--- config.mk ---
export PLATFORM = sky130hd
export DESIGN_NAME = apb_state_ctrl
export DESIGN_NICKNAME = d
export VERILOG_FILES = /design/src/design/state_pkg.sv /design/src/design/table_pkg.sv /design/src/design/apb_state_ctrl.sv
export SDC_FILE = /design/constraint.sdc
export NUM_CORES = 1
export LEC_CHECK = 0
export BUFFER_PORTS_ARGS = -buffer_cell sky130_fd_sc_hd__buf_4
export CORE_UTILIZATION = 44
export DETAILED_ROUTE_END_ITERATION = 7
export GPL_ROUTABILITY_DRIVEN = 0
export PLACE_DENSITY = 0.84
export SLEW_MARGIN = 40
export SYNTH_ARGS = -nofsm -noshare
export SYNTH_HDL_FRONTEND = slang
export SYNTH_SLANG_ARGS = --single-unit
--- constraint.sdc ---
create_clock -name clk -period 5.3 [get_ports clk]
set_input_delay 1.06 -clock clk [delete_from_list [all_inputs] [get_ports clk]]
set_output_delay 1.06 -clock clk [all_outputs]
set_load 0.03 [all_outputs]
--- src/design/state_pkg.sv ---
`default_nettype none

package state_pkg;

    // Word widths, equal for every kept element type
    localparam int STATE_WID  = 16;
    localparam int UPDATE_WID = 16;

    typedef logic [STATE_WID-1:0]  state_t;
    typedef logic [UPDATE_WID-1:0] update_t;

    // Element behavior on datapath updates
    typedef enum logic [1:0] {
        ELEMENT_TYPE_WRITE   = 2'd0,
        ELEMENT_TYPE_FLAGS   = 2'd1,
        ELEMENT_TYPE_COUNTER = 2'd2,
        ELEMENT_TYPE_COUNT   = 2'd3
    } element_type_e;

    // State left behind after a reap
    typedef enum logic [1:0] {
        REAP_MODE_CLEAR   = 2'd0,
        REAP_MODE_PERSIST = 2'd1,
        REAP_MODE_UPDATE  = 2'd2
    } reap_mode_e;

    // Value reported back to the requester
    typedef enum logic [1:0] {
        RETURN_MODE_PREV_STATE = 2'd0,
        RETURN_MODE_NEXT_STATE = 2'd1,
        RETURN_MODE_DELTA      = 2'd2
    } return_mode_e;

    // Kind of operation, NONE is a plain read
    typedef enum logic [1:0] {
        UPDATE_CTXT_NONE     = 2'd0,
        UPDATE_CTXT_DATAPATH = 2'd1,
        UPDATE_CTXT_CONTROL  = 2'd2,
        UPDATE_CTXT_REAP     = 2'd3
    } update_ctxt_e;

endpackage : state_pkg

`default_nettype wire

--- src/design/table_pkg.sv ---
`default_nettype none

package table_pkg;

    // Table geometry
    localparam int FLOW_ID_WID = 8;
    localparam int NUM_FLOWS   = 1 << FLOW_ID_WID;

    typedef logic [FLOW_ID_WID-1:0] flow_id_t;

    // Requester of an operation
    typedef enum logic {
        SRC_DATAPATH = 1'b0,
        SRC_CONTROL  = 1'b1
    } src_e;

    // APB bus
    localparam int APB_ADDR_WID = 12;
    localparam int APB_DATA_WID = 32;

    typedef logic [APB_ADDR_WID-1:0] apb_addr_t;
    typedef logic [APB_DATA_WID-1:0] apb_data_t;

    // Address map: region in bits 11:10, flow id in bits 9:2
    localparam int APB_ID_LSB     = 2;
    localparam int APB_REGION_LSB = 10;

    typedef logic [1:0] apb_region_t;

    localparam apb_region_t APB_REGION_STATE = 2'd0;
    localparam apb_region_t APB_REGION_REAP  = 2'd1;

endpackage : table_pkg

`default_nettype wire

--- src/design/apb_state_ctrl.sv ---
`default_nettype none

module apb_state_ctrl (
    input  logic                    clk,
    input  logic                    rst_n,
    input  logic                    psel,
    input  logic                    penable,
    input  logic                    pwrite,
    input  table_pkg::apb_addr_t    paddr,
    input  table_pkg::apb_data_t    pwdata,
    output table_pkg::apb_data_t    prdata,
    output logic                    pready,
    output logic                    pslverr,
    output logic                    ctl_req,
    output table_pkg::flow_id_t     ctl_id,
    output state_pkg::update_t      ctl_value,
    output state_pkg::update_ctxt_e ctl_ctxt,
    input  logic                    ctl_gnt,
    input  logic                    res_valid,
    input  table_pkg::src_e         res_src,
    input  state_pkg::state_t       res_prev
);

    typedef enum logic [1:0] {IDLE, REQ, WAIT, DONE} ctrl_state_e;

    ctrl_state_e             state;
    logic                    err_q;
    table_pkg::apb_data_t    rdata_q;
    table_pkg::apb_region_t  region;
    logic                    mapped;
    logic                    no_op;
    logic                    ctl_res;
    state_pkg::update_ctxt_e dec_ctxt;

    // --------------------------------------------------
    // Address decode

    assign region = paddr[table_pkg::APB_REGION_LSB +: $bits(table_pkg::apb_region_t)];
    assign mapped = (region == table_pkg::APB_REGION_STATE) ||
                    (region == table_pkg::APB_REGION_REAP);
    // Reap-region reads complete at once with zero
    assign no_op  = !mapped || (region == table_pkg::APB_REGION_REAP && !pwrite);

    always_comb begin
        dec_ctxt = state_pkg::UPDATE_CTXT_NONE;
        if (region == table_pkg::APB_REGION_REAP) begin
            dec_ctxt = state_pkg::UPDATE_CTXT_REAP;
        end else if (pwrite) begin
            dec_ctxt = state_pkg::UPDATE_CTXT_CONTROL;
        end
    end

    // Single outstanding op, so any control result is ours
    assign ctl_res = res_valid && (res_src == table_pkg::SRC_CONTROL);

    always_ff @(posedge clk or negedge rst_n) begin
        if (!rst_n) begin
            state <= IDLE;
            err_q <= 1'b0;
        end else begin
            case (state)
                IDLE: begin
                    if (psel && penable) begin
                        err_q <= !mapped;
                        state <= no_op ? DONE : REQ;
                    end
                end
                REQ:     if (ctl_gnt) state <= WAIT;
                WAIT:    if (ctl_res) state <= DONE;
                default: state <= IDLE;
            endcase
        end
    end

    always_ff @(posedge clk) begin
        if (state == IDLE) begin
            ctl_id    <= table_pkg::flow_id_t'(paddr >> table_pkg::APB_ID_LSB);
            ctl_value <= state_pkg::update_t'(pwdata);
            ctl_ctxt  <= dec_ctxt;
            rdata_q   <= '0;
        end else if (state == WAIT && ctl_res && ctl_ctxt == state_pkg::UPDATE_CTXT_NONE) begin
            rdata_q <= table_pkg::apb_data_t'(res_prev);
        end
    end

    assign ctl_req = (state == REQ);
    assign pready  = (state == DONE);
    assign pslverr = (state == DONE) && err_q;
    assign prdata  = (state == DONE) ? rdata_q : '0;

    a_pready_in_access: assert property (@(posedge clk) disable iff (!rst_n)
        pready |-> psel && penable);

endmodule : apb_state_ctrl

`default_nettype wire

==> results.txt <==
Setup CP Type = register to output pin
TritonCTS clock tree = yes
Max Slew Vio Count = 0
Initial Utilization = 0.4669
DR iter-0 viols = 68
TritonCTS Sinks = 45
DR WL/cell = 14.71 um
Slew headroom = 0.5594
PwrDens = 494.9 mW/mm^2
CP cell instances = ha_1 > and2_1 > buf_4
Multi-input gate area = 603.1 sq um
TNS Setup = 0 ns
Die Width = 67.85 um
Yosys top cell area share = 0.4092
# fillers = 343
Mapped cell area = 0.001908 sq mm
Peak supply drop = 0.0003479 V
Min-delay worst type = register to register
Crit-path max FO = 18
Area Growth Syn to Fin = 40.20%
WP buf/inv = 1
Minimum clock period = 2.735 ns
Remaining global-route overflow = 0
Clk slew on worst S/H paths = 0.08 ns
Least-Margin Pin Slew = 0.6604 ns
Placed standard-cell area = 0.002559 sq mm
Total CTS buffers = 5
Crit. End Element = output pin
Port bufs = 94
Antenna Cells = 0
# resized after CTS = 0
Prevailing post-synth register cell = edfxtp_1
Max stage delay on crit path = 0.54 ns
Post-synthesis cell type count = 28
Final Cycle Share = 0.5159
# DRC = 0
Final ANT Viol Nets = 0
Worst r2r dst = rdata_q[4]$_SDFFE_PP0P_
Final hold slack = 0.4690 ns
Vias post-DR = 1469
1st-pass router iterations = 4
CTS root buf = clkbuf_8
Cell family with most CP delay = adder cells
Critical Path Start Type = register
Fraction of layout cells with a size suffix above 1 = 0.4303
Clock Latency Late Sink = 0.29 ns
Post-synth ARST share = 0.06667
RSZ-0062 raised after global routing = false
Synth warn = 0
Hold path startpoint = rdata_q[1]$_SDFFE_PP0P_
Status = finished clean
CTS Hold Bufs = 0
Die Span Y = 67.85 um
Final wirelength = 4.428 mm
Leading cell type by number of instances after synthesis = edfxtp_1
Yosys reg bits = 45
Final Hold Fails = 0
Worst R2R Path Depth = 5
EDFF count, synth = 26
Layout Skew = 0.005481 ns
Setup Viol. Count Final = 0
Synth Instances = 158
MaxCap Viol Count = 0
Synth area leader = edfxtp_1
DIE AREA = 0.004604 sq mm
Mean Syn Cell Area = 12.08 sq um
Hold Path Stages = 2
Seq/Total Area, Yosys = 0.6164
Initial antenna violation count = 0
Core area = 0.004086 sq mm
WHS Endpoint = rdata_q[1]$_SDFFE_PP0P_
R2r setup slk = 3.35 ns
Row Count = 23
Layout net count = 323
Synth top cells by count = 26 x edfxtp_1, 18 x a21oi_1, 17 x and2_1
Storage cell area = 0.001176 sq mm
Worst r2r src = state[0]$_DFFE_PN0P_
Synth area leaders = edfxtp_1 41%, dfxtp_1 17%, buf_4 6.3%, and2_1 5.6%, a21oi_1 4.7%
Crit-path slowest cell = ha_1
Lkg Pwr = 1.166 nW
FMAX = 365.7 MHz
First-pass GRT wire length = 6.113 mm
Critical path arrival = 1.67 ns
Post-CTS setup buffers = 0
Bufs on Longest Clock Path = 2
Max H-tree Level = 2
Largest net degree at the start of global routing = 48
Vias in the first global route = 1294
DPL Wire Length = 3.223 mm
Total GRT Usage = 0.1870
Number of top-level pins = 129
Vias per cell = 4.880
Final Cell Area = 0.002675 sq mm
CP Data Required Time = 4.24 ns
cell type report:
cell class,count,share of cell area
clock buffers,7,0.03227
clock inverters,1,0.01123
inverters,3,0.004210
multi-input cells,101,0.2254
flip-flops and latches,45,0.4397
well taps,50,0.02339
repair buffers,94,0.2638
worst register-to-register path: cells and delay by family (launching register included):
kind / cells / cell delay, ns
buf+inv: 1 / 0.14
simple gates: 1 / 0.52
fa+ha+maj: 1 / 0.26
compound gates: 2 / 0.46
flops: 1 / 0.44
sequential cells by signal, summed over array words and instances, names as in the netlist:
register   cells
rdata_q       16
ctl_id         8
ctl_value     16
err_q          1
state          2
ctl_ctxt       2
worst max path at each step:
stage	depth (start not counted)	end	from	slack [ns]
floorplan	3	pslverr	state[0]$_DFFE_PN0P_	2.86
global placement	3	prdata[6]	state[0]$_DFFE_PN0P_	2.95
detailed placement	3	prdata[13]	state[0]$_DFFE_PN0P_	2.85
CTS	3	prdata[13]	state[1]$_DFFE_PN0P_	2.52
global route	3	prdata[13]	state[1]$_DFFE_PN0P_	2.42
finish	3	prdata[13]	state[1]$_DFFE_PN0P_	2.57
metal layers:
metal  vias up  wire length (um)  part of all wire  global-route usage
li1        709                 -                 -                   -
met1       704              1700              0.38              0.2075
met2        54              2503              0.57              0.3465
met3         2               192             0.043             0.04500
met4         0                32            0.0072             0.06250
met5         -                 0                 0                   0
report_power, final:
group	switching, mW	internal [mW]
clock	0.108	0.154
sequential	0.0482	0.486
combinational	0.344	0.184
logic make-up (layout without fill, tap and decap cells):
logic type	Yosys count	in the layout	share of synthesized area
multiplexers	2	2	0.01180
other	1	16	0.001965
AND/OR/NAND/NOR	42	42	0.1305
AO/OA/AOI/OAI	36	36	0.1029
adder cells (fa/ha/maj)	5	5	0.03279
flip-flops	45	45	0.6164
buffers and inverters	27	105	0.1036
stage by stage:
stage / utilization / setup WS (ns) / power (mW) / instances
2_1_floorplan: - / 2.864 / 0.8859 / 173
5_1_grt: 0.6546 / 2.424 / 1.386 / 301
6_report: 0.6546 / 2.565 / 1.324 / 301
3_3_place_gp: 0.6237 / 2.949 / 1.047 / 293
3_5_place_dp: 0.6261 / 2.854 / 1.074 / 293
4_1_cts: 0.6546 / 2.524 / 1.336 / 301
cells in the final DEF (no fill, tap or decap), drive strengths merged:
cell    instances
ha              5
nand2           2
nand3b          1
or2             1
edfxtp         26
dfrtp           3
inv             3
nand4b          1
clkbuf          7
a21oi          18
bufinv          1
conb           16
a221oi          1
o32a            1
mux2            2
o21ai          16
and4b           1
and2           17
dfxtp          16
nand3          17
nor2b           2
buf            94
Note: power is estimated with default switching activity, not from simulation.
