File: src/design/state_pkg.sv
`default_nettype none

package state_pkg;

    // Word widths, equal for every kept element type
    localparam int STATE_WID  = 16;
    localparam int UPDATE_WID = 16;

    typedef logic [STATE_WID-1:0]  state_t;
    typedef logic [UPDATE_WID-1:0] update_t;

    // Element behavior on datapath updates
    typedef enum logic [1:0] {
        ELEMENT_TYPE_WRITE   = 2'd0,
        ELEMENT_TYPE_FLAGS   = 2'd1,
        ELEMENT_TYPE_COUNTER = 2'd2,
        ELEMENT_TYPE_COUNT   = 2'd3
    } element_type_e;

    // State left behind after a reap
    typedef enum logic [1:0] {
        REAP_MODE_CLEAR   = 2'd0,
        REAP_MODE_PERSIST = 2'd1,
        REAP_MODE_UPDATE  = 2'd2
    } reap_mode_e;

    // Value reported back to the requester
    typedef enum logic [1:0] {
        RETURN_MODE_PREV_STATE = 2'd0,
        RETURN_MODE_NEXT_STATE = 2'd1,
        RETURN_MODE_DELTA      = 2'd2
    } return_mode_e;

    // Kind of operation, NONE is a plain read
    typedef enum logic [1:0] {
        UPDATE_CTXT_NONE     = 2'd0,
        UPDATE_CTXT_DATAPATH = 2'd1,
        UPDATE_CTXT_CONTROL  = 2'd2,
        UPDATE_CTXT_REAP     = 2'd3
    } update_ctxt_e;

endpackage : state_pkg

`default_nettype wire

File: src/design/table_pkg.sv
`default_nettype none

package table_pkg;

    // Table geometry
    localparam int FLOW_ID_WID = 8;
    localparam int NUM_FLOWS   = 1 << FLOW_ID_WID;

    typedef logic [FLOW_ID_WID-1:0] flow_id_t;

    // Requester of an operation
    typedef enum logic {
        SRC_DATAPATH = 1'b0,
        SRC_CONTROL  = 1'b1
    } src_e;

    // APB bus
    localparam int APB_ADDR_WID = 12;
    localparam int APB_DATA_WID = 32;

    typedef logic [APB_ADDR_WID-1:0] apb_addr_t;
    typedef logic [APB_DATA_WID-1:0] apb_data_t;

    // Address map: region in bits 11:10, flow id in bits 9:2
    localparam int APB_ID_LSB     = 2;
    localparam int APB_REGION_LSB = 10;

    typedef logic [1:0] apb_region_t;

    localparam apb_region_t APB_REGION_STATE = 2'd0;
    localparam apb_region_t APB_REGION_REAP  = 2'd1;

endpackage : table_pkg

`default_nettype wire

File: src/design/op_arbiter.sv
`default_nettype none

module op_arbiter (
    input  logic                    clk,
    input  logic                    rst_n,
    input  logic                    dp_req,
    input  table_pkg::flow_id_t     dp_id,
    input  state_pkg::update_t      dp_value,
    input  logic                    dp_init,
    input  logic                    ctl_req,
    input  table_pkg::flow_id_t     ctl_id,
    input  state_pkg::update_t      ctl_value,
    input  state_pkg::update_ctxt_e ctl_ctxt,
    output logic                    dp_gnt,
    output logic                    ctl_gnt,
    output logic                    iss_valid,
    output table_pkg::src_e         iss_src,
    output table_pkg::flow_id_t     iss_id,
    output state_pkg::update_t      iss_value,
    output logic                    iss_init,
    output state_pkg::update_ctxt_e iss_ctxt
);

    // Set when control won the last granted cycle
    logic last_ctl;

    assign dp_gnt  = dp_req && (!ctl_req || last_ctl);
    assign ctl_gnt = ctl_req && !dp_gnt;

    always_ff @(posedge clk or negedge rst_n) begin
        if (!rst_n) begin
            last_ctl <= 1'b0;
        end else if (dp_gnt || ctl_gnt) begin
            last_ctl <= ctl_gnt;
        end
    end

    // Winner's fields onto the issue slot
    assign iss_valid = dp_gnt || ctl_gnt;
    assign iss_src   = ctl_gnt ? table_pkg::SRC_CONTROL : table_pkg::SRC_DATAPATH;
    assign iss_id    = ctl_gnt ? ctl_id : dp_id;
    assign iss_value = ctl_gnt ? ctl_value : dp_value;
    assign iss_init  = dp_gnt && dp_init;
    assign iss_ctxt  = ctl_gnt ? ctl_ctxt : state_pkg::UPDATE_CTXT_DATAPATH;

    a_one_grant: assert property (@(posedge clk) disable iff (!rst_n)
        !(dp_gnt && ctl_gnt));

    // Under steady contention the winner flips every cycle
    a_alternate: assert property (@(posedge clk) disable iff (!rst_n)
        (dp_req && ctl_req) ##1 (dp_req && ctl_req) |-> (dp_gnt != $past(dp_gnt)));

endmodule : op_arbiter

`default_nettype wire

File: config.mk
export PLATFORM = sky130hd
export DESIGN_NAME = op_arbiter
export DESIGN_NICKNAME = d
export VERILOG_FILES = /design/src/design/state_pkg.sv /design/src/design/table_pkg.sv /design/src/design/op_arbiter.sv
export SDC_FILE = /design/constraint.sdc
export NUM_CORES = 1
export LEC_CHECK = 0
export ABC_AREA = 1
export BUFFER_PORTS_ARGS = -buffer_cell sky130_fd_sc_hd__buf_2
export CORE_MARGIN = 10
export CORE_UTILIZATION = 24
export CTS_CLUSTER_DIAMETER = 40
export DETAILED_ROUTE_END_ITERATION = 16
export PLACE_DENSITY = 0.79
export SYNTH_ARGS = -nofsm -noshare
export SYNTH_HDL_FRONTEND = slang
export SYNTH_SLANG_ARGS = --single-unit
File: constraint.sdc
create_clock -name clk -period 1.3 [get_ports clk]
set_input_delay 0.13 -clock clk [delete_from_list [all_inputs] [get_ports clk]]
set_output_delay 0.13 -clock clk [all_outputs]
set_load 0.01 [all_outputs]
==> flow_metrics.env, run 1 <==
export IMPL_cpMostUsedCell="nand2_1"
export IMPL_yosysTopAreaCell="nand2_1"
export IMPL_drtPass1Iterations=2
export IMPL_yosys_warnings=0
export IMPL_rsz0062_at_grt="false"
export IMPL_fin_cells=193
export IMPL_crit_chain="a21oi_4, buf_4, nand2_1, nand2_1, buf_2"
export IMPL_start_kind="register"
export IMPL_leakage_nw=0.636
export IMPL_swShare_pct=49.7
export IMPL_vdd_drop_max_mv=0.287
export IMPL_die_w_um=62.0
export IMPL_yosys_most_used_dff="dfrtp_1"
export IMPL_largest_reg_flops=1
export IMPL_powerDensity_nw_per_um2=493
export IMPL_setup_viol=0
export IMPL_start_util_pct=25.0
export IMPL_r2r_end="last_ctl$_DFFE_PN0P_"
export IMPL_cp_slowest_stage_delay_ns=0.40
export IMPL_gp_congestion=0.635
export IMPL_drive_gt1_share_pct=51.1
export IMPL_antenna_found_initial=0
export IMPL_crit_required_ns=1.17
export IMPL_synth_cell_type_count=10
export IMPL_fin_ws_ns=0.145
export IMPL_critical_path_class="reg -> out"
export IMPL_nets=233
export IMPL_grt_ovfl_total=0
export IMPL_p_int_mw=0.210
export IMPL_placement_cell_area_um2=832
export IMPL_vias_per_cell=4.27
export IMPL_syn_avg_cell_area_um2=4.55
export IMPL_vias=824
export IMPL_startpoint="last_ctl$_DFFE_PN0P_"
export IMPL_synth_top_cells_by_area="nand2_1 68%, buf_6 11%, dfrtp_1 5.9%, inv_1 4.4%, a21oi_4 3.8%"
export IMPL_p_sw_mw=0.208
export IMPL_period_minus_slack_ns=1.16
export IMPL_synth_top_area_share_pct=68.3
export IMPL_ys_seq_elements=1
export IMPL_die_area_um2=3840
export IMPL_rr_worst_depth=3
export IMPL_finalClockSkew_ns=0
export IMPL_fin_crit_sh_pct=88.9
export IMPL_slew_violations=0
export IMPL_synth_edf_count=0
export IMPL_p_seq_share_pct=10.2
export IMPL_holdPathEnd="last_ctl$_DFFE_PN0P_"
export IMPL_timing_hold_ws_ns=0.403
export IMPL_grt_pass1_vias=757
export IMPL_grt_max_degree=25
export IMPL_synth_nets=148
export IMPL_wl_per_cell_um=12.0
export IMPL_clkPwrFrac_pct=0
export IMPL_worstMarginPinSlew_ns=0.217
export IMPL_hold_path_class="in -> reg"
export IMPL_drc=0
export IMPL_dpl_cell_count=192
export IMPL_cap_viol_max_count=0
export IMPL_clk_pin_slew_worst_paths_ns=0
export IMPL_syn_inst=93
export IMPL_drt_iter0_markers=15
export IMPL_track_usage_pct=9.88
export IMPL_setup_tns_final_ns=0
export IMPL_finish_instance_area_um2=848
export IMPL_ant_nets=0
export IMPL_worstPathArrival_ns=1.03
export IMPL_combPwrFrac_pct=89.8
export IMPL_reg_top3="last_ctl x1"
export IMPL_grt_pass1_wl_mm=3.10
export IMPL_dp_hpwl_mm=2.10
export IMPL_rr_startpoint="last_ctl$_DFFE_PN0P_"
export IMPL_numPortBuffers=85
export IMPL_coreArea_um2=1690
export IMPL_die_h_um=62.0
export IMPL_wirelength_mm=2.31
export IMPL_path_max_fanout=17
export IMPL_fp_row_count=15
export IMPL_fmax_mhz=866
export IMPL_hp_start="ctl_req"
export IMPL_yosysMostFrequentCell="nand2_1"
export IMPL_reg2reg_slack_ns=0.55
export IMPL_worstSetupEndpointType="output pin"
export IMPL_synthTopCellsByCount="77 x nand2_1, 5 x inv_1, 4 x buf_6"
export IMPL_min_path_cells=3
export IMPL_syn_cell_area_um2=423
export IMPL_critPathSlowestCell="dfrtp_1"
export IMPL_insertedDiodeCount=0
export IMPL_syn2layout_area_growth_pct=101
export IMPL_num_io_pins=86
export IMPL_async_flop_share_pct=100
export IMPL_maxSlewHeadroom_pct=85.6
export IMPL_outcome="finished clean"
export IMPL_top_register="last_ctl"
export IMPL_hold_viol_final=0
export IMPL_pre_cts_ws_ns=0.0737
export IMPL_ys_seq_area_share_pct=5.92
export IMPL_worstSkewPairLatency_ns=0
## layout make-up
class | instances | area (um2)
well taps | 17 | 21.3
flip-flops and latches | 1 | 25.0
fillers | 195 | 841
multi-input cells | 81 | 329
inverters | 6 | 22.5
repair buffers | 88 | 450
## critical path: cells and delay by family (launching register included)
kind,cells,cell delay [ns]
compound gates,1,0.14
buf+inv,2,0.35
flops,1,0.40
simple gates,2,0.14
## per-layer routing
layer  vias up  track usage, %  routed length (um)
met3         0            3.86                 262
met4         0               0                   0
met2        34            19.9                1300
met5         -               0                   0
li1        439               -                   -
met1       351            9.73                 741
## stage by stage
| stage | util (%) | total power, mW |
|---|---|---|
| floorplan | - | 0.241 |
| global placement | 49.3 | 0.407 |
| detailed placement | 49.3 | 0.419 |
| CTS | 49.9 | 0.422 |
| global route | 50.2 | 0.463 |
| finish | 50.2 | 0.418 |
## timing repair
item | CTS | global route
gates resized for setup | 0 | 1
hold buffers | 1 | 0
endpoints found under the setup margin | 0 | 3
hold endpoints to repair | 1 | 0
buffers inserted | 0 | 0
## worst max-delay path by stage
stage                          endpoint  slack [ns]  depth (start not counted)
after floorplan           iss_value[10]        0.23                          4
after global placement        iss_id[7]        0.12                          4
after detailed placement      iss_id[0]        0.07                          4
after CTS                     iss_id[0]        0.07                          4
after global routing          iss_id[0]        0.04                          5
final                         iss_id[0]        0.14                          5
## power by group through the flow
stage,Combinational [mW],Sequential (mW),Clock (mW)
floorplan,0.200,0.0413,0
global placement,0.366,0.0414,0
detailed placement,0.377,0.0419,0
CTS,0.380,0.0419,0
global route,0.419,0.0438,0
finish,0.375,0.0427,0
## cells by family (layout without fill, tap and decap cells)
family / count (synthesis) / after routing / synth area share [%]
flip-flops: 1 / 1 / 5.92
AO/OA/AOI/OAI: 3 / 3 / 7.10
buffers and inverters: 11 / 94 / 17.8
AND/OR/NAND/NOR: 78 / 78 / 69.2
## layout by cell type (no fill, tap or decap), drive strengths merged
cell type | synthesis | routed
buf | 5 | 87
dlygate4sd3 | 0 | 1
a21o | 1 | 1
o21ai | 1 | 1
a21oi | 1 | 1
inv | 6 | 6
nand2 | 77 | 77
nor2 | 1 | 1
dfrtp | 1 | 1
No activity file was read; power rests on OpenSTA's default activity.
==> run 2: changes to the inputs <==
Settings changed: BUFFER_PORTS_ARGS -buffer_cell sky130_fd_sc_hd__buf_2 to not set, CORE_AREA set to 10 10 47 49, CORE_MARGIN 10 to not set, CORE_UTILIZATION 24 to not set, DIE_AREA set to 0 0 57 59, DONT_BUFFER_PORTS set to 1, PLACE_DENSITY 0.79 to not set.
==> flow_metrics.env, run 2 (same netlist as run 1, synthesis figures left out) <==
export IMPL_outcome="finished clean"
export IMPL_fin_crit_sh_pct=88.8
export IMPL_die_area_um2=3360
export IMPL_path_max_fanout=24
export IMPL_nets=147
export IMPL_combPwrFrac_pct=83.8
export IMPL_reg_top3="last_ctl x1"
export IMPL_fp_row_count=14
export IMPL_crit_required_ns=1.17
export IMPL_p_int_mw=0.0953
export IMPL_num_io_pins=86
export IMPL_maxSlewHeadroom_pct=73.8
export IMPL_finish_instance_area_um2=420
export IMPL_final_common_cell="nand2_1"
export IMPL_hold_viol_final=0
export IMPL_gp_congestion=0.692
export IMPL_numPortBuffers=0
export IMPL_largest_reg_flops=1
export IMPL_setup_tns_final_ns=0
export IMPL_slew_violations=0
export IMPL_grt_pass1_wl_mm=2.65
export IMPL_die_h_um=59
export IMPL_grt_ovfl_total=0
export IMPL_placement_cell_area_um2=410
export IMPL_worstSetupEndpointType="output pin"
export IMPL_start_kind="register"
export IMPL_hold_path_class="in -> reg"
export IMPL_vias_per_cell=4.95
export IMPL_die_w_um=57
export IMPL_insertedDiodeCount=0
export IMPL_grt_pass1_vias=553
export IMPL_p_sw_mw=0.164
export IMPL_swShare_pct=63.3
export IMPL_grt_max_degree=28
export IMPL_track_usage_pct=8.87
export IMPL_drt_iter0_markers=20
export IMPL_drtPass1Iterations=5
export IMPL_powerDensity_nw_per_um2=617
export IMPL_antenna_found_initial=0
export IMPL_reg2reg_slack_ns=0.59
export IMPL_clkPwrFrac_pct=0
export IMPL_dp_hpwl_mm=1.63
export IMPL_vias=525
export IMPL_rsz0062_at_grt="false"
export IMPL_coreArea_um2=1400
export IMPL_layout_common_cells="77 x nand2_1, 5 x inv_1"
export IMPL_critical_path_class="reg -> out"
export IMPL_worstSkewPairLatency_ns=0
export IMPL_vdd_drop_max_mv=0.318
export IMPL_worstPathArrival_ns=1.02
export IMPL_start_util_pct=30.2
export IMPL_finalClockSkew_ns=0
export IMPL_fmax_mhz=866
export IMPL_leakage_nw=0.294
export IMPL_syn2layout_area_growth_pct=-0.592
export IMPL_top_register="last_ctl"
export IMPL_p_seq_share_pct=16.2
export IMPL_ant_nets=0
export IMPL_setup_viol=0
export IMPL_drive_gt1_share_pct=4.44
export IMPL_cap_viol_max_count=0
export IMPL_period_minus_slack_ns=1.15
export IMPL_clk_pin_slew_worst_paths_ns=0
export IMPL_worstMarginPinSlew_ns=0.393
export IMPL_wirelength_mm=1.83
export IMPL_drc=0
export IMPL_wl_per_cell_um=17.2
[run 2: cell types whose count changed in the layout (fill, tap and decap cells not counted)]
cell    previous run  this run
buf_4              2         0
buf_12             0         1
a21o_4             1         0
buf_2             85         0
a21o_2             0         1
[run 2: timing repair]
action,4_1_cts,5_1_grt
hold buffers,1,0
hold endpoints to repair,1,0
gates resized for setup,0,0
buffers inserted,0,0
[run 2: critical path, stage by stage, from the launching register on]
cell     delay (ns)
dfrtp_1        0.38
a21o_2         0.40
nand2_1        0.10
nand2_1        0.15
[run 2: path summary, 6_finish.rpt]
check / startpoint / end / cells past startpoint
min in group asynchronous: rst_n / last_ctl$_DFFE_PN0P_ / 1
max in group asynchronous: rst_n / last_ctl$_DFFE_PN0P_ / 1
setup / recovery: last_ctl$_DFFE_PN0P_ / iss_value[11] / 3
hold / removal: dp_req / last_ctl$_DFFE_PN0P_ / 1
setup reg to reg: last_ctl$_DFFE_PN0P_ / last_ctl$_DFFE_PN0P_ / 3
hold reg to reg: last_ctl$_DFFE_PN0P_ / last_ctl$_DFFE_PN0P_ / 2
[run 2: metrics by stage]
stage               hold slack [ns]  std cells  util (%)  setup WS, ns  power, mW
floorplan                    -0.166         93         -         0.228      0.241
global placement             -0.166        105      29.3         0.151      0.257
detailed placement           -0.166        105      29.3         0.130      0.262
CTS                           0.245        106      30.0         0.125      0.265
global route                  0.269        106      30.0        0.0231      0.289
finish                        0.241        106      30.0         0.145      0.259
[run 2: power by group through the flow]
stage                     registers (mW)  clock network, mW  logic (mW)
after floorplan                   0.0413                  0       0.200
after global placement            0.0416                  0       0.216
after detailed placement          0.0421                  0       0.220
after CTS                         0.0420                  0       0.223
after global routing              0.0429                  0       0.246
final                             0.0419                  0       0.218
[run 2: per-layer routing]
layer  track usage, %  up-vias  wire length, um
li1                 -      266                -
met1             8.11      224              546
met2             18.3       35             1090
met3             3.65        0              186
met4            0.671        0                0
met5                0        -                0
[run 2: area by class of cell]
type	count	area, um2
fillers	157	981
inverters	6	22.5
multi-input cells	81	323
flip-flops and latches	1	25.0
well taps	16	20.0
repair buffers	2	30.0
==> run 3: changes to the inputs <==
Settings changed: HOLD_SLACK_MARGIN set to 0.03, PLACE_DENSITY_LB_ADDON set to 0.08.
==> flow_metrics.env, run 3 (same netlist as run 1, synthesis figures left out) <==
export IMPL_die_h_um=59
export IMPL_vias=514
export IMPL_coreArea_um2=1400
export IMPL_num_io_pins=86
export IMPL_outcome="finished clean"
export IMPL_setup_tns_final_ns=0
export IMPL_path_max_fanout=15
export IMPL_grt_max_degree=25
export IMPL_finalClockSkew_ns=0
export IMPL_powerDensity_nw_per_um2=608
export IMPL_multi_input_area_um2=323
export IMPL_reg_top3="last_ctl x1"
export IMPL_wirelength_mm=1.76
export IMPL_period_minus_slack_ns=1.17
export IMPL_syn2layout_area_growth_pct=-1.78
export IMPL_numPortBuffers=0
export IMPL_die_w_um=57
export IMPL_post_cts_buffers=0
export IMPL_hold_path_class="in -> reg"
export IMPL_worstSkewPairLatency_ns=0
export IMPL_rsz0062_at_grt="false"
export IMPL_ant_nets=0
export IMPL_drive_gt1_share_pct=5.49
export IMPL_insertedDiodeCount=0
export IMPL_top_register="last_ctl"
export IMPL_fin_cells=107
export IMPL_track_usage_pct=8.64
export IMPL_final_seq_area_um2=25.0
export IMPL_final_common_cell="nand2_1"
export IMPL_grt_ovfl_total=0
export IMPL_start_kind="register"
export IMPL_grt_pass1_vias=544
export IMPL_maxSlewHeadroom_pct=75.2
export IMPL_drtPass1Iterations=4
export IMPL_vdd_drop_max_mv=0.317
export IMPL_wl_per_cell_um=16.5
export IMPL_layout_common_cells="77 x nand2_1, 5 x inv_1, 2 x buf_4"
export IMPL_crit_required_ns=1.17
export IMPL_gp_congestion=0.596
export IMPL_hold_viol_final=0
export IMPL_grt_pass1_wl_mm=2.55
export IMPL_clk_pin_slew_worst_paths_ns=0
export IMPL_slew_violations=0
export IMPL_worstPathArrival_ns=1.04
export IMPL_worstMarginPinSlew_ns=0.372
export IMPL_critical_path_class="reg -> out"
export IMPL_drt_iter0_markers=12
export IMPL_fmax_mhz=857
export IMPL_drc=0
export IMPL_antenna_found_initial=0
export IMPL_dp_hpwl_mm=1.58
export IMPL_worstSetupEndpointType="output pin"
export IMPL_cap_viol_max_count=0
export IMPL_vias_per_cell=4.80
export IMPL_largest_reg_flops=1
export IMPL_nFillCells=175
export IMPL_setup_viol=0
export IMPL_start_util_pct=30.2
export IMPL_leakage_nw=0.295
export IMPL_nets=148
export IMPL_fin_crit_sh_pct=89.8
export IMPL_fp_row_count=14
export IMPL_die_area_um2=3360
export IMPL_dpl_cell_count=106
## run 3: critical path, stage by stage (launching register included)
cell     delay (ns)
dfrtp_1        0.40
a21oi_4        0.20
buf_4          0.24
nand2_1        0.08
nand2_1        0.12
## run 3: area by class of cell
class	instances	share of cell area, %
inverter	6	5.42
multi-input combinational	81	77.7
sequential	1	6.02
tap	16	4.82
timing repair buffer	3	6.02
## run 3: repair_timing
| action | 4_1_cts | 5_1_grt |
|---|---|---|
| endpoints found under the hold margin | 1 | 0 |
| hold buffers | 1 | 0 |
| resized for setup | 0 | 0 |
## run 3: power breakdown
part / internal, mW / switching [mW] / leakage, nW
sequential: 0.0363 / 0.00584 / 0.0120
combinational: 0.0554 / 0.155 / 0.283
clock: 0 / 0 / 0
## run 3: metal layers
metal | routed length [um] | GRT usage, % | vias up
li1 | - | - | 268
met1 | 581 | 8.17 | 207
met2 | 930 | 16.7 | 39
met3 | 250 | 4.94 | 0
met4 | 0 | 0 | 0
met5 | 0 | 0 | -
## run 3: final timing paths
kind	end	depth (start not counted)	slack (ns)	start
min in group asynchronous	last_ctl$_DFFE_PN0P_	1	0.35	rst_n
min reg2reg	last_ctl$_DFFE_PN0P_	2	0.60	last_ctl$_DFFE_PN0P_
max reg2reg	last_ctl$_DFFE_PN0P_	3	0.58	last_ctl$_DFFE_PN0P_
max	iss_value[5]	4	0.13	last_ctl$_DFFE_PN0P_
min	last_ctl$_DFFE_PN0P_	1	0.24	dp_req
max in group asynchronous	last_ctl$_DFFE_PN0P_	1	0.84	rst_n
## run 3: through the flow
stage          area, um2  hold WS (ns)  utilization, %  total power [mW]  worst slack, ns
3_5_place_dp         405        -0.166            28.9             0.257            0.105
6_report             415         0.242            29.6             0.253            0.133
5_1_grt              415         0.279            29.6             0.284           0.0189
2_1_floorplan        423        -0.166               -             0.241            0.228
4_1_cts              415         0.245            29.6             0.260            0.104
3_3_place_gp         405        -0.166            28.9             0.255            0.132
