<file path="src/design/state_pkg.sv">
`default_nettype none

package state_pkg;

    // Word widths, equal for every kept element type
    localparam int STATE_WID  = 16;
    localparam int UPDATE_WID = 16;

    typedef logic [STATE_WID-1:0]  state_t;
    typedef logic [UPDATE_WID-1:0] update_t;

    // Element behavior on datapath updates
    typedef enum logic [1:0] {
        ELEMENT_TYPE_WRITE   = 2'd0,
        ELEMENT_TYPE_FLAGS   = 2'd1,
        ELEMENT_TYPE_COUNTER = 2'd2,
        ELEMENT_TYPE_COUNT   = 2'd3
    } element_type_e;

    // State left behind after a reap
    typedef enum logic [1:0] {
        REAP_MODE_CLEAR   = 2'd0,
        REAP_MODE_PERSIST = 2'd1,
        REAP_MODE_UPDATE  = 2'd2
    } reap_mode_e;

    // Value reported back to the requester
    typedef enum logic [1:0] {
        RETURN_MODE_PREV_STATE = 2'd0,
        RETURN_MODE_NEXT_STATE = 2'd1,
        RETURN_MODE_DELTA      = 2'd2
    } return_mode_e;

    // Kind of operation, NONE is a plain read
    typedef enum logic [1:0] {
        UPDATE_CTXT_NONE     = 2'd0,
        UPDATE_CTXT_DATAPATH = 2'd1,
        UPDATE_CTXT_CONTROL  = 2'd2,
        UPDATE_CTXT_REAP     = 2'd3
    } update_ctxt_e;

endpackage : state_pkg

`default_nettype wire

</file>
<file path="src/design/table_pkg.sv">
`default_nettype none

package table_pkg;

    // Table geometry
    localparam int FLOW_ID_WID = 8;
    localparam int NUM_FLOWS   = 1 << FLOW_ID_WID;

    typedef logic [FLOW_ID_WID-1:0] flow_id_t;

    // Requester of an operation
    typedef enum logic {
        SRC_DATAPATH = 1'b0,
        SRC_CONTROL  = 1'b1
    } src_e;

    // APB bus
    localparam int APB_ADDR_WID = 12;
    localparam int APB_DATA_WID = 32;

    typedef logic [APB_ADDR_WID-1:0] apb_addr_t;
    typedef logic [APB_DATA_WID-1:0] apb_data_t;

    // Address map: region in bits 11:10, flow id in bits 9:2
    localparam int APB_ID_LSB     = 2;
    localparam int APB_REGION_LSB = 10;

    typedef logic [1:0] apb_region_t;

    localparam apb_region_t APB_REGION_STATE = 2'd0;
    localparam apb_region_t APB_REGION_REAP  = 2'd1;

endpackage : table_pkg

`default_nettype wire

</file>
<file path="src/design/state_element.sv">
`default_nettype none

module state_element #(
    parameter state_pkg::element_type_e ELEMENT_TYPE = state_pkg::ELEMENT_TYPE_COUNT,
    parameter state_pkg::reap_mode_e    REAP_MODE    = state_pkg::REAP_MODE_CLEAR,
    parameter state_pkg::return_mode_e  RETURN_MODE  = state_pkg::RETURN_MODE_DELTA
) (
    input  state_pkg::update_ctxt_e ctxt,
    input  state_pkg::state_t       prev_state,
    input  state_pkg::update_t      update,
    input  logic                    init,
    output state_pkg::state_t       next_state,
    output state_pkg::state_t       return_state
);

    state_pkg::state_t upd_state;
    state_pkg::state_t dp_state;
    state_pkg::state_t reap_state;

    assign upd_state = state_pkg::state_t'(update);

    // Datapath update, selected by element type
    always_comb begin
        case (ELEMENT_TYPE)
            state_pkg::ELEMENT_TYPE_WRITE:
                dp_state = upd_state;
            state_pkg::ELEMENT_TYPE_FLAGS:
                dp_state = init ? upd_state : (prev_state | upd_state);
            state_pkg::ELEMENT_TYPE_COUNTER:
                dp_state = init ? state_pkg::state_t'(1) : prev_state + 1'b1;
            state_pkg::ELEMENT_TYPE_COUNT:
                dp_state = init ? upd_state : prev_state + upd_state;
            default:
                dp_state = prev_state;
        endcase
    end

    // Reap result
    always_comb begin
        case (REAP_MODE)
            state_pkg::REAP_MODE_CLEAR:   reap_state = '0;
            state_pkg::REAP_MODE_PERSIST: reap_state = prev_state;
            state_pkg::REAP_MODE_UPDATE:  reap_state = upd_state;
            default:                      reap_state = prev_state;
        endcase
    end

    // Control overwrites regardless of element type
    always_comb begin
        case (ctxt)
            state_pkg::UPDATE_CTXT_DATAPATH: next_state = dp_state;
            state_pkg::UPDATE_CTXT_CONTROL:  next_state = upd_state;
            state_pkg::UPDATE_CTXT_REAP:     next_state = reap_state;
            default:                         next_state = prev_state;
        endcase
    end

    always_comb begin
        case (RETURN_MODE)
            state_pkg::RETURN_MODE_PREV_STATE: return_state = prev_state;
            state_pkg::RETURN_MODE_NEXT_STATE: return_state = next_state;
            // Wraps modulo the state width
            state_pkg::RETURN_MODE_DELTA:      return_state = next_state - prev_state;
            default:                           return_state = prev_state;
        endcase
    end

endmodule : state_element

`default_nettype wire

</file>
<file path="src/design/update_pipeline.sv">
`default_nettype none

module update_pipeline #(
    parameter state_pkg::element_type_e ELEMENT_TYPE = state_pkg::ELEMENT_TYPE_COUNT,
    parameter state_pkg::reap_mode_e    REAP_MODE    = state_pkg::REAP_MODE_CLEAR,
    parameter state_pkg::return_mode_e  RETURN_MODE  = state_pkg::RETURN_MODE_DELTA
) (
    input  logic                    clk,
    input  logic                    rst_n,
    input  logic                    iss_valid,
    input  table_pkg::src_e         iss_src,
    input  table_pkg::flow_id_t     iss_id,
    input  state_pkg::update_t      iss_value,
    input  logic                    iss_init,
    input  state_pkg::update_ctxt_e iss_ctxt,
    output logic                    rd_en,
    output table_pkg::flow_id_t     rd_id,
    input  state_pkg::state_t       rd_state,
    output logic                    wr_en,
    output table_pkg::flow_id_t     wr_id,
    output state_pkg::state_t       wr_state,
    output logic                    res_valid,
    output table_pkg::src_e         res_src,
    output table_pkg::flow_id_t     res_id,
    output state_pkg::state_t       res_return,
    output state_pkg::state_t       res_prev
);

    logic                    s1_valid;
    table_pkg::src_e         s1_src;
    table_pkg::flow_id_t     s1_id;
    state_pkg::update_t      s1_value;
    logic                    s1_init;
    state_pkg::update_ctxt_e s1_ctxt;

    // Last write, for the read that raced it
    logic                    fwd_valid;
    table_pkg::flow_id_t     fwd_id;
    state_pkg::state_t       fwd_state;

    state_pkg::state_t       cur_state;
    state_pkg::state_t       next_state;
    state_pkg::state_t       return_state;

    // --------------------------------------------------
    // Cycle 0: issue and memory read

    assign rd_en = iss_valid;
    assign rd_id = iss_id;

    always_ff @(posedge clk or negedge rst_n) begin
        if (!rst_n) begin
            s1_valid  <= 1'b0;
            fwd_valid <= 1'b0;
            res_valid <= 1'b0;
        end else begin
            s1_valid  <= iss_valid;
            fwd_valid <= wr_en;
            res_valid <= s1_valid;
        end
    end

    always_ff @(posedge clk) begin
        s1_src     <= iss_src;
        s1_id      <= iss_id;
        s1_value   <= iss_value;
        s1_init    <= iss_init;
        s1_ctxt    <= iss_ctxt;
        fwd_id     <= wr_id;
        fwd_state  <= wr_state;
        res_src    <= s1_src;
        res_id     <= s1_id;
        res_return <= return_state;
        res_prev   <= cur_state;
    end

    // --------------------------------------------------
    // Cycle 1: forward, compute, write back

    assign cur_state = (fwd_valid && fwd_id == s1_id) ? fwd_state : rd_state;

    state_element #(
        .ELEMENT_TYPE (ELEMENT_TYPE),
        .REAP_MODE    (REAP_MODE),
        .RETURN_MODE  (RETURN_MODE)
    ) u_element (
        .ctxt         (s1_ctxt),
        .prev_state   (cur_state),
        .update       (s1_value),
        .init         (s1_init),
        .next_state   (next_state),
        .return_state (return_state)
    );

    // Plain reads leave the table untouched
    assign wr_en    = s1_valid && (s1_ctxt != state_pkg::UPDATE_CTXT_NONE);
    assign wr_id    = s1_id;
    assign wr_state = next_state;

    a_wr_after_issue: assert property (@(posedge clk) disable iff (!rst_n)
        wr_en |-> $past(iss_valid));

endmodule : update_pipeline

`default_nettype wire

</file>
<file path="config.mk">
export PLATFORM = sky130hd
export DESIGN_NAME = update_pipeline
export DESIGN_NICKNAME = d
export VERILOG_FILES = /design/src/design/state_pkg.sv /design/src/design/table_pkg.sv /design/src/design/state_element.sv /design/src/design/update_pipeline.sv
export SDC_FILE = /design/constraint.sdc
export NUM_CORES = 1
export LEC_CHECK = 0
export ABC_AREA = 1
export BUFFER_PORTS_ARGS = -buffer_cell sky130_fd_sc_hd__clkbuf_2
export CAP_MARGIN = 5
export CORE_AREA = 3 3 94 164
export CTS_CLUSTER_SIZE = 25
export DETAILED_ROUTE_END_ITERATION = 8
export DIE_AREA = 0 0 97 167
export PLACE_DENSITY_LB_ADDON = 0.08
export SETUP_SLACK_MARGIN = 0.3
export SKIP_LAST_GASP = 1
export SLEW_MARGIN = 30
export SYNTH_ARGS = -nofsm -noshare
export SYNTH_HDL_FRONTEND = slang
export SYNTH_SLANG_ARGS = --single-unit
</file>
<file path="constraint.sdc">
create_clock -name clk -period 7.06 [get_ports clk]
set_input_delay 1.765 -clock clk [delete_from_list [all_inputs] [get_ports clk]]
set_output_delay 1.765 -clock clk [all_outputs]
set_load 0.01 [all_outputs]
</file>
==> impl_metrics.xml, run 1 <==
<?xml version="1.0" encoding="UTF-8"?>
<metrics>
  <group name="floorplanning">
    <metric name="die_x" unit="um">97</metric>
    <metric name="chipHeight" unit="um">167</metric>
    <metric name="core_area" unit="mm^2">0.0143</metric>
    <metric name="rows" unit="">58</metric>
    <metric name="floorplan.io_pins" unit="">123</metric>
    <metric name="die_ar" unit="mm^2">0.0162</metric>
    <metric name="start_util" unit="">0.296</metric>
  </group>
  <group name="logic_synthesis">
    <metric name="synth-seq-area-share" unit="">0.420</metric>
    <metric name="synthCells" unit="">545</metric>
    <metric name="syn-num-nets" unit="">625</metric>
    <metric name="post_synthesis_register_bit_count" unit="">88</metric>
    <metric name="netlist-cell-type-count" unit="">43</metric>
    <metric name="count_of_yosys_warnings_during_synthesis" unit="">0</metric>
    <metric name="netlist_area" unit="mm^2">0.00423</metric>
    <metric name="postSynthAreaPerCell" unit="um^2">7.77</metric>
  </group>
  <group name="placed_design">
    <metric name="numPlacedInstances" unit="">835</metric>
    <metric name="place.port_buffers" unit="">122</metric>
    <metric name="dp_worst_setup_slack" unit="ns">1.16</metric>
    <metric name="routabilityCongestion" unit="">0.842</metric>
    <metric name="detailed_place_hpwl" unit="um">9730</metric>
  </group>
  <group name="final_layout">
    <metric name="layout.cells.most_common" unit="">clkbuf_2</metric>
    <metric name="final_nets" unit="">746</metric>
    <metric name="fraction_of_layout_instances_using_a_drive_strength_above_1" unit="">0.255</metric>
    <metric name="layout.cells.non_filler" unit="">851</metric>
    <metric name="n_antenna_cell" unit="">0</metric>
    <metric name="final_cell_mix" unit="">122 x clkbuf_2, 114 x nand2_1, 85 x dfxtp_1, 62 x inv_1, 62 x nor2_1</metric>
    <metric name="layout-area-overhead-vs-synth" unit="%">25.2</metric>
  </group>
  <group name="pwr">
    <metric name="power.static_leakage" unit="uW">0.00281</metric>
    <metric name="pwr_density_cell" unit="mW/mm^2">260</metric>
    <metric name="worst_ir_drop_vdd" unit="V">0.000115</metric>
  </group>
  <group name="timing">
    <metric name="aggregate_negative_setup_slack" unit="ns">0</metric>
    <metric name="fin_hold_ws" unit="ns">0.328</metric>
    <metric name="timing_hold_violations_final" unit="">0</metric>
    <metric name="setup_viol" unit="">0</metric>
    <metric name="fin_ws" unit="ns">1.21</metric>
    <metric name="unrepaired_setup_endpoints_after_global_routing" unit="">false</metric>
    <metric name="tightestPinTransition" unit="ns">0.789</metric>
    <metric name="report.final.slew_viol_count" unit="">0</metric>
    <metric name="timing.fmax" unit="GHz">0.171</metric>
    <metric name="skew" unit="ns">0.00859</metric>
    <metric name="timing.max_slew.rel_slack" unit="">0.471</metric>
    <metric name="timing.final.crit_share" unit="">0.829</metric>
    <metric name="timing.final.crit_period" unit="ns">5.85</metric>
  </group>
  <group name="clock_tree">
    <metric name="clk_transition_reported_paths" unit="ns">0.07</metric>
    <metric name="cts-root-to-sink-buffers" unit="">2</metric>
    <metric name="cts_setup_buffers" unit="">0</metric>
    <metric name="postCtsResizedCells" unit="">0</metric>
    <metric name="cts_tree" unit="">yes</metric>
    <metric name="cts_hold_buf" unit="">0</metric>
    <metric name="worstSkewPairLatency" unit="ns">0.34</metric>
    <metric name="cts.htree.levels" unit="">3</metric>
    <metric name="cts.sinks" unit="">88</metric>
    <metric name="ctsRootBufferMaster" unit="">clkbuf_16</metric>
    <metric name="numCtsBuffers" unit="">9</metric>
  </group>
  <group name="setup_path">
    <metric name="cp_data_arrival_time" unit="ns">4.09</metric>
    <metric name="setup.worst_path.start_class" unit="">register</metric>
    <metric name="worstPathCellList" unit="">xor2_1 -&gt; or2_1 -&gt; nor4_2 -&gt; nand2_2 -&gt; clkinv_2 -&gt; nor2_1 -&gt; nor2_1 -&gt; ha_1 -&gt; fa_1 -&gt; nand3_1 -&gt; nand2_1 -&gt; a21oi_1 -&gt; o21ai_1 -&gt; nand2_1 -&gt; nand3_1 -&gt; xnor2_1 -&gt; nand2_1 -&gt; o211ai_1 -&gt; nand3_1 -&gt; clkbuf_2</metric>
    <metric name="critical_path.slowest_cell" unit="">fa_1</metric>
    <metric name="cpLargestDelayFamily" unit="">simple AND/OR/NAND/NOR gates</metric>
    <metric name="setup.worst_path.end_class" unit="">output port</metric>
    <metric name="required" unit="ns">5.30</metric>
    <metric name="critPathKind" unit="">reg2out</metric>
    <metric name="crit_buf_inv" unit="">2</metric>
    <metric name="worst_path_largest_cell_delay" unit="ns">0.42</metric>
    <metric name="critPathMaxFanout" unit="">16</metric>
  </group>
  <group name="routing">
    <metric name="first_pass_iteration_count_of_the_detailed_router" unit="">4</metric>
    <metric name="vias_per_cell" unit="">4.51</metric>
    <metric name="routed_wire_length_per_instance" unit="um">14.2</metric>
    <metric name="drt_drc_violations_left" unit="">0</metric>
    <metric name="detailedRoute.firstIterationViolations" unit="">125</metric>
    <metric name="route.vias.total" unit="">3837</metric>
    <metric name="antenna_violating_nets_post_route" unit="">0</metric>
    <metric name="wl" unit="um">12100</metric>
  </group>
  <group name="job">
    <metric name="maxCapViolations" unit="">0</metric>
  </group>
  <group name="global_route">
    <metric name="gr-usage-all-layers" unit="">0.152</metric>
    <metric name="gr-total-overflow" unit="">0</metric>
    <metric name="number_of_antenna_violations_at_the_first_check_in_global_routing" unit="">0</metric>
    <metric name="grt_pass1_wl" unit="um">19500</metric>
    <metric name="grt_max_degree" unit="">27</metric>
    <metric name="grt_pass1_vias" unit="">3788</metric>
  </group>
  <group name="outcome">
    <metric name="outcome" unit="">finished clean</metric>
  </group>
  <group name="hold_path">
    <metric name="min_path_type" unit="">reg2reg</metric>
  </group>
</metrics>
-- synthesized netlist by cell type --
library cell | count | area [um^2]
nand2_1 | 114 | 428
inv_2 | 7 | 26.3
inv_1 | 62 | 233
fa_1 | 2 | 40.0
clkbuf_1 | 4 | 15.0
clkinv_1 | 1 | 3.75
xor2_1 | 13 | 114
buf_4 | 9 | 67.6
and2_1 | 1 | 6.26
nor4_1 | 1 | 6.26
a31oi_1 | 2 | 12.5
nand4_1 | 5 | 31.3
clkinv_2 | 1 | 5.00
nor2_1 | 62 | 233
o21ai_1 | 9 | 45.0
ha_1 | 31 | 388
buf_6 | 1 | 11.3
nor4_2 | 1 | 12.5
a221oi_1 | 1 | 8.76
or2_2 | 3 | 18.8
or2_1 | 2 | 12.5
o21ai_2 | 2 | 17.5
or2_4 | 1 | 8.76
o211ai_1 | 6 | 45.0
or2_0 | 1 | 6.26
a21oi_1 | 28 | 140
a211oi_1 | 1 | 7.51
a31o_2 | 1 | 8.76
nand2_2 | 1 | 6.26
dfrtp_1 | 3 | 75.1
nor2_2 | 13 | 81.3
a21boi_1 | 2 | 15.0
buf_2 | 1 | 5.00
nor3_1 | 1 | 5.00
dfxtp_1 | 85 | 1700
o21ai_0 | 20 | 100
o221ai_1 | 3 | 26.3
xnor2_1 | 6 | 52.6
a22oi_1 | 1 | 7.51
nor2_4 | 1 | 11.3
o21bai_1 | 2 | 15.0
nand3_1 | 30 | 150
a21o_1 | 4 | 30.0
-- area by class of cell --
cell class / count / area, um^2
repair buffers: 125 / 633
fillers: 1543 / 8990
inverters: 71 / 268
clock buffers: 12 / 256
flip-flops and latches: 88 / 1780
well taps: 180 / 225
multi-input cells: 371 / 2090
clock inverters: 4 / 52.6
-- worst paths after layout --
path / start / cells past startpoint / slack, ns / to
max in group asynchronous: rst_n / 1 / 5.76 / s1_valid
min: s1_src / 0 / 0.33 / res_src
max reg2reg: wr_id[1] / 26 / 2.02 / res_return[12]
min reg2reg: s1_src / 0 / 0.33 / res_src
min in group asynchronous: rst_n / 1 / 1.20 / res_valid
max: wr_id[4] / 20 / 1.21 / wr_state[14]
-- state kept, by name, indices dropped and copies added, names as in the netlist, 2 cells and up --
name and flops:
wr_id 8, s1_value 16, s1_ctxt 2, fwd_id 8
res_return 16, fwd_state 16, res_prev 16
-- per-stage QoR --
| step | utilization | cell area (um^2) | total power (uW) |
|---|---|---|---|
| global route | 0.371 | 5300 | 1460 |
| floorplan | - | 4230 | 784 |
| global placement | 0.349 | 4990 | 903 |
| detailed placement | 0.349 | 4990 | 905 |
| finish | 0.371 | 5300 | 1380 |
| CTS | 0.371 | 5300 | 1400 |
-- power by group --
part           leakage (uW)  switching [uW]  internal [uW]
sequential         0.000752            23.0            554
combinational       0.00190             187            124
clock              0.000153             196            295
total               0.00281             406            973
-- metal layers --
metal,up-vias,track usage,part of all wire,wire length (um)
met5,-,0,0,0
met4,0,0.0495,0.014,170
met3,11,0.0298,0.036,441
met2,93,0.282,0.53,6450
met1,1742,0.173,0.42,5020
li1,1991,-,-,-
-- cell families after synthesis --
family / count (synthesis) / share of synthesized area
buffers and inverters: 86 / 0.0866
AO/OA/AOI/OAI: 82 / 0.113
adder cells (fa/ha/maj): 33 / 0.101
flip-flops: 88 / 0.420
XOR/XNOR: 19 / 0.0393
AND/OR/NAND/NOR: 237 / 0.240
No activity file was read; power rests on OpenSTA's default activity.
==> run 2, diff against run 1 <==
clock period = 5.95 ns   (was 7.06 ns; I/O delays follow)
==> impl_metrics.xml, run 2 (synthesized netlist as in run 1, its figures left out) <==
<?xml version="1.0" encoding="UTF-8"?>
<metrics>
  <group name="outcome">
    <metric name="outcome" unit="">finished clean</metric>
  </group>
  <group name="timing">
    <metric name="tightestPinTransition" unit="ns">0.770</metric>
    <metric name="timing.fmax" unit="GHz">0.190</metric>
    <metric name="report.final.slew_viol_count" unit="">0</metric>
    <metric name="timing.max_slew.rel_slack" unit="">0.483</metric>
    <metric name="skew" unit="ns">0.00663</metric>
    <metric name="timing_hold_violations_final" unit="">0</metric>
    <metric name="timing.final.crit_share" unit="">0.885</metric>
    <metric name="timing.final.crit_period" unit="ns">5.26</metric>
    <metric name="unrepaired_setup_endpoints_after_global_routing" unit="">true</metric>
    <metric name="aggregate_negative_setup_slack" unit="ns">0</metric>
    <metric name="setup_viol" unit="">0</metric>
  </group>
  <group name="setup_path">
    <metric name="cp_data_arrival_time" unit="ns">3.78</metric>
    <metric name="worst_path_largest_cell_delay" unit="ns">0.38</metric>
    <metric name="cp_common_cell" unit="">nand2_1</metric>
    <metric name="worstPathCellList" unit="">inv_1 -&gt; nand2_1 -&gt; nand2_1 -&gt; or2_1 -&gt; nor4_2 -&gt; nand2_2 -&gt; buf_4 -&gt; buf_4 -&gt; nor2_1 -&gt; nor2_2 -&gt; ha_1 -&gt; nand2_1 -&gt; nor2_1 -&gt; nand3_1 -&gt; nand2_1 -&gt; inv_1 -&gt; o21bai_2 -&gt; nand3_1 -&gt; nand4_1 -&gt; nand2_1 -&gt; o21ai_1 -&gt; o221ai_2 -&gt; clkbuf_2</metric>
    <metric name="required" unit="ns">4.46</metric>
    <metric name="critPathMaxFanout" unit="">9</metric>
    <metric name="critPathKind" unit="">reg2out</metric>
    <metric name="setup.worst_path.start_class" unit="">register</metric>
    <metric name="critical_path.slowest_cell" unit="">dfxtp_1</metric>
    <metric name="setup.worst_path.end_class" unit="">output port</metric>
  </group>
  <group name="floorplanning">
    <metric name="chipHeight" unit="um">167</metric>
    <metric name="core_area" unit="mm^2">0.0143</metric>
    <metric name="die_ar" unit="mm^2">0.0162</metric>
    <metric name="rows" unit="">58</metric>
    <metric name="die_x" unit="um">97</metric>
    <metric name="start_util" unit="">0.296</metric>
    <metric name="floorplan.io_pins" unit="">123</metric>
  </group>
  <group name="final_layout">
    <metric name="fillers" unit="">1525</metric>
    <metric name="layout-area-overhead-vs-synth" unit="%">27.1</metric>
    <metric name="layout.cells.non_filler" unit="">856</metric>
    <metric name="fraction_of_layout_instances_using_a_drive_strength_above_1" unit="">0.272</metric>
    <metric name="n_antenna_cell" unit="">0</metric>
    <metric name="final_cell_mix" unit="">122 x clkbuf_2, 113 x nand2_1, 85 x dfxtp_1, 62 x inv_1, 62 x nor2_1</metric>
    <metric name="layout.cells.most_common" unit="">clkbuf_2</metric>
    <metric name="final_nets" unit="">751</metric>
    <metric name="sequential_cell_area" unit="mm^2">0.00178</metric>
    <metric name="area_of_combinational_cells_with_multiple_inputs" unit="mm^2">0.00213</metric>
  </group>
  <group name="global_route">
    <metric name="number_of_antenna_violations_at_the_first_check_in_global_routing" unit="">0</metric>
    <metric name="grt_pass1_vias" unit="">3826</metric>
    <metric name="grt_pass1_wl" unit="um">19700</metric>
    <metric name="grt_max_degree" unit="">27</metric>
    <metric name="gr-total-overflow" unit="">0</metric>
    <metric name="gr-usage-all-layers" unit="">0.153</metric>
  </group>
  <group name="clock_tree">
    <metric name="cts-root-to-sink-buffers" unit="">2</metric>
    <metric name="ctsRootBufferMaster" unit="">clkbuf_16</metric>
    <metric name="cts_hold_buf" unit="">0</metric>
    <metric name="cts_tree" unit="">yes</metric>
    <metric name="cts.sinks" unit="">88</metric>
    <metric name="worstSkewPairLatency" unit="ns">0.34</metric>
    <metric name="cts.htree.levels" unit="">3</metric>
    <metric name="clk_transition_reported_paths" unit="ns">0.06</metric>
    <metric name="numCtsBuffers" unit="">9</metric>
  </group>
  <group name="pwr">
    <metric name="share_seq_of_total_power" unit="">0.418</metric>
    <metric name="switching_share" unit="">0.294</metric>
    <metric name="worst_ir_drop_vdd" unit="V">0.000163</metric>
    <metric name="power_frac_clock" unit="">0.354</metric>
    <metric name="power.net_switching" unit="uW">480</metric>
    <metric name="internal-power" unit="uW">1160</metric>
    <metric name="power.static_leakage" unit="uW">0.00284</metric>
    <metric name="power_frac_comb" unit="">0.228</metric>
    <metric name="pwr_density_cell" unit="mW/mm^2">304</metric>
  </group>
  <group name="placed_design">
    <metric name="detailed_place_hpwl" unit="um">9710</metric>
    <metric name="numPlacedInstances" unit="">837</metric>
    <metric name="routabilityCongestion" unit="">0.848</metric>
    <metric name="place.port_buffers" unit="">122</metric>
  </group>
  <group name="routing">
    <metric name="detailedRoute.firstIterationViolations" unit="">134</metric>
    <metric name="first_pass_iteration_count_of_the_detailed_router" unit="">4</metric>
    <metric name="routed_wire_length_per_instance" unit="um">14.2</metric>
    <metric name="antenna_violating_nets_post_route" unit="">0</metric>
    <metric name="wl" unit="um">12200</metric>
    <metric name="drt_drc_violations_left" unit="">0</metric>
    <metric name="vias_per_cell" unit="">4.52</metric>
    <metric name="route.vias.total" unit="">3873</metric>
  </group>
  <group name="hold_path">
    <metric name="min_path_type" unit="">reg2reg</metric>
  </group>
  <group name="job">
    <metric name="maxCapViolations" unit="">0</metric>
  </group>
</metrics>
==> run 2: layer usage <==
| layer | up-vias | GRT usage | wire length (um) |
|---|---|---|---|
| li1 | 2004 | - | - |
| met3 | 14 | 0.0314 | 588 |
| met5 | - | 0 | 0 |
| met1 | 1753 | 0.171 | 4800 |
| met2 | 102 | 0.283 | 6540 |
| met4 | 0 | 0.0532 | 223 |
==> run 2: critical path, delay by kind of cell (launching register included) <==
kind                       cells  cell delay (ns)
DFF                            1             0.38
buffers and inverters          5             0.66
adders and majority gates      1             0.35
and+or+nand+nor               14             1.53
AOI/OAI and AO/OA              3             0.51
==> run 2: final timing paths <==
path,startpoint,to,slack (ns),cells after the start
max in group asynchronous,rst_n,s1_valid,4.92,1
max reg2reg,wr_id[3],res_return[12],1.13,27
min in group asynchronous,rst_n,res_valid,0.93,1
min,s1_src,res_src,0.33,0
min reg2reg,s1_src,res_src,0.33,0
max,wr_id[3],wr_state[13],0.69,23
==> run 2: power by group through the flow <==
| stage | Sequential (uW) | Clock, uW | Combinational (uW) |
|---|---|---|---|
| after CTS | 686 | 601 | 377 |
| after floorplan | 717 | 0 | 214 |
| final | 684 | 579 | 373 |
| after global routing | 691 | 623 | 422 |
| after detailed placement | 699 | 0 | 375 |
| after global placement | 697 | 0 | 374 |
==> run 2: layout make-up <==
cell class	count	share of cell area
inverters	71	0.0498
repair buffers	130	0.125
multi-input cells	371	0.395
clock buffers	12	0.0477
well taps	180	0.0419
clock inverters	4	0.00977
flip-flops and latches	88	0.330
==> run 2: what timing repair did <==
action	4_1_cts	5_1_grt
endpoints found under the setup margin	0	8
resized for setup	0	9
setup buffers	0	3
==> run 2: metrics by stage <==
stage / utilization / total power, uW / worst slack (ns) / hold slack (ns) / cell area, um^2
detailed placement: 0.350 / 1070 / 0.624 / 0.316 / 5010
finish: 0.376 / 1640 / 0.687 / 0.329 / 5380
floorplan: - / 930 / 1.18 / 0.310 / 4230
CTS: 0.372 / 1660 / 0.366 / 0.332 / 5320
global route: 0.376 / 1740 / 0.232 / 0.335 / 5380
global placement: 0.350 / 1070 / 0.654 / 0.311 / 5010
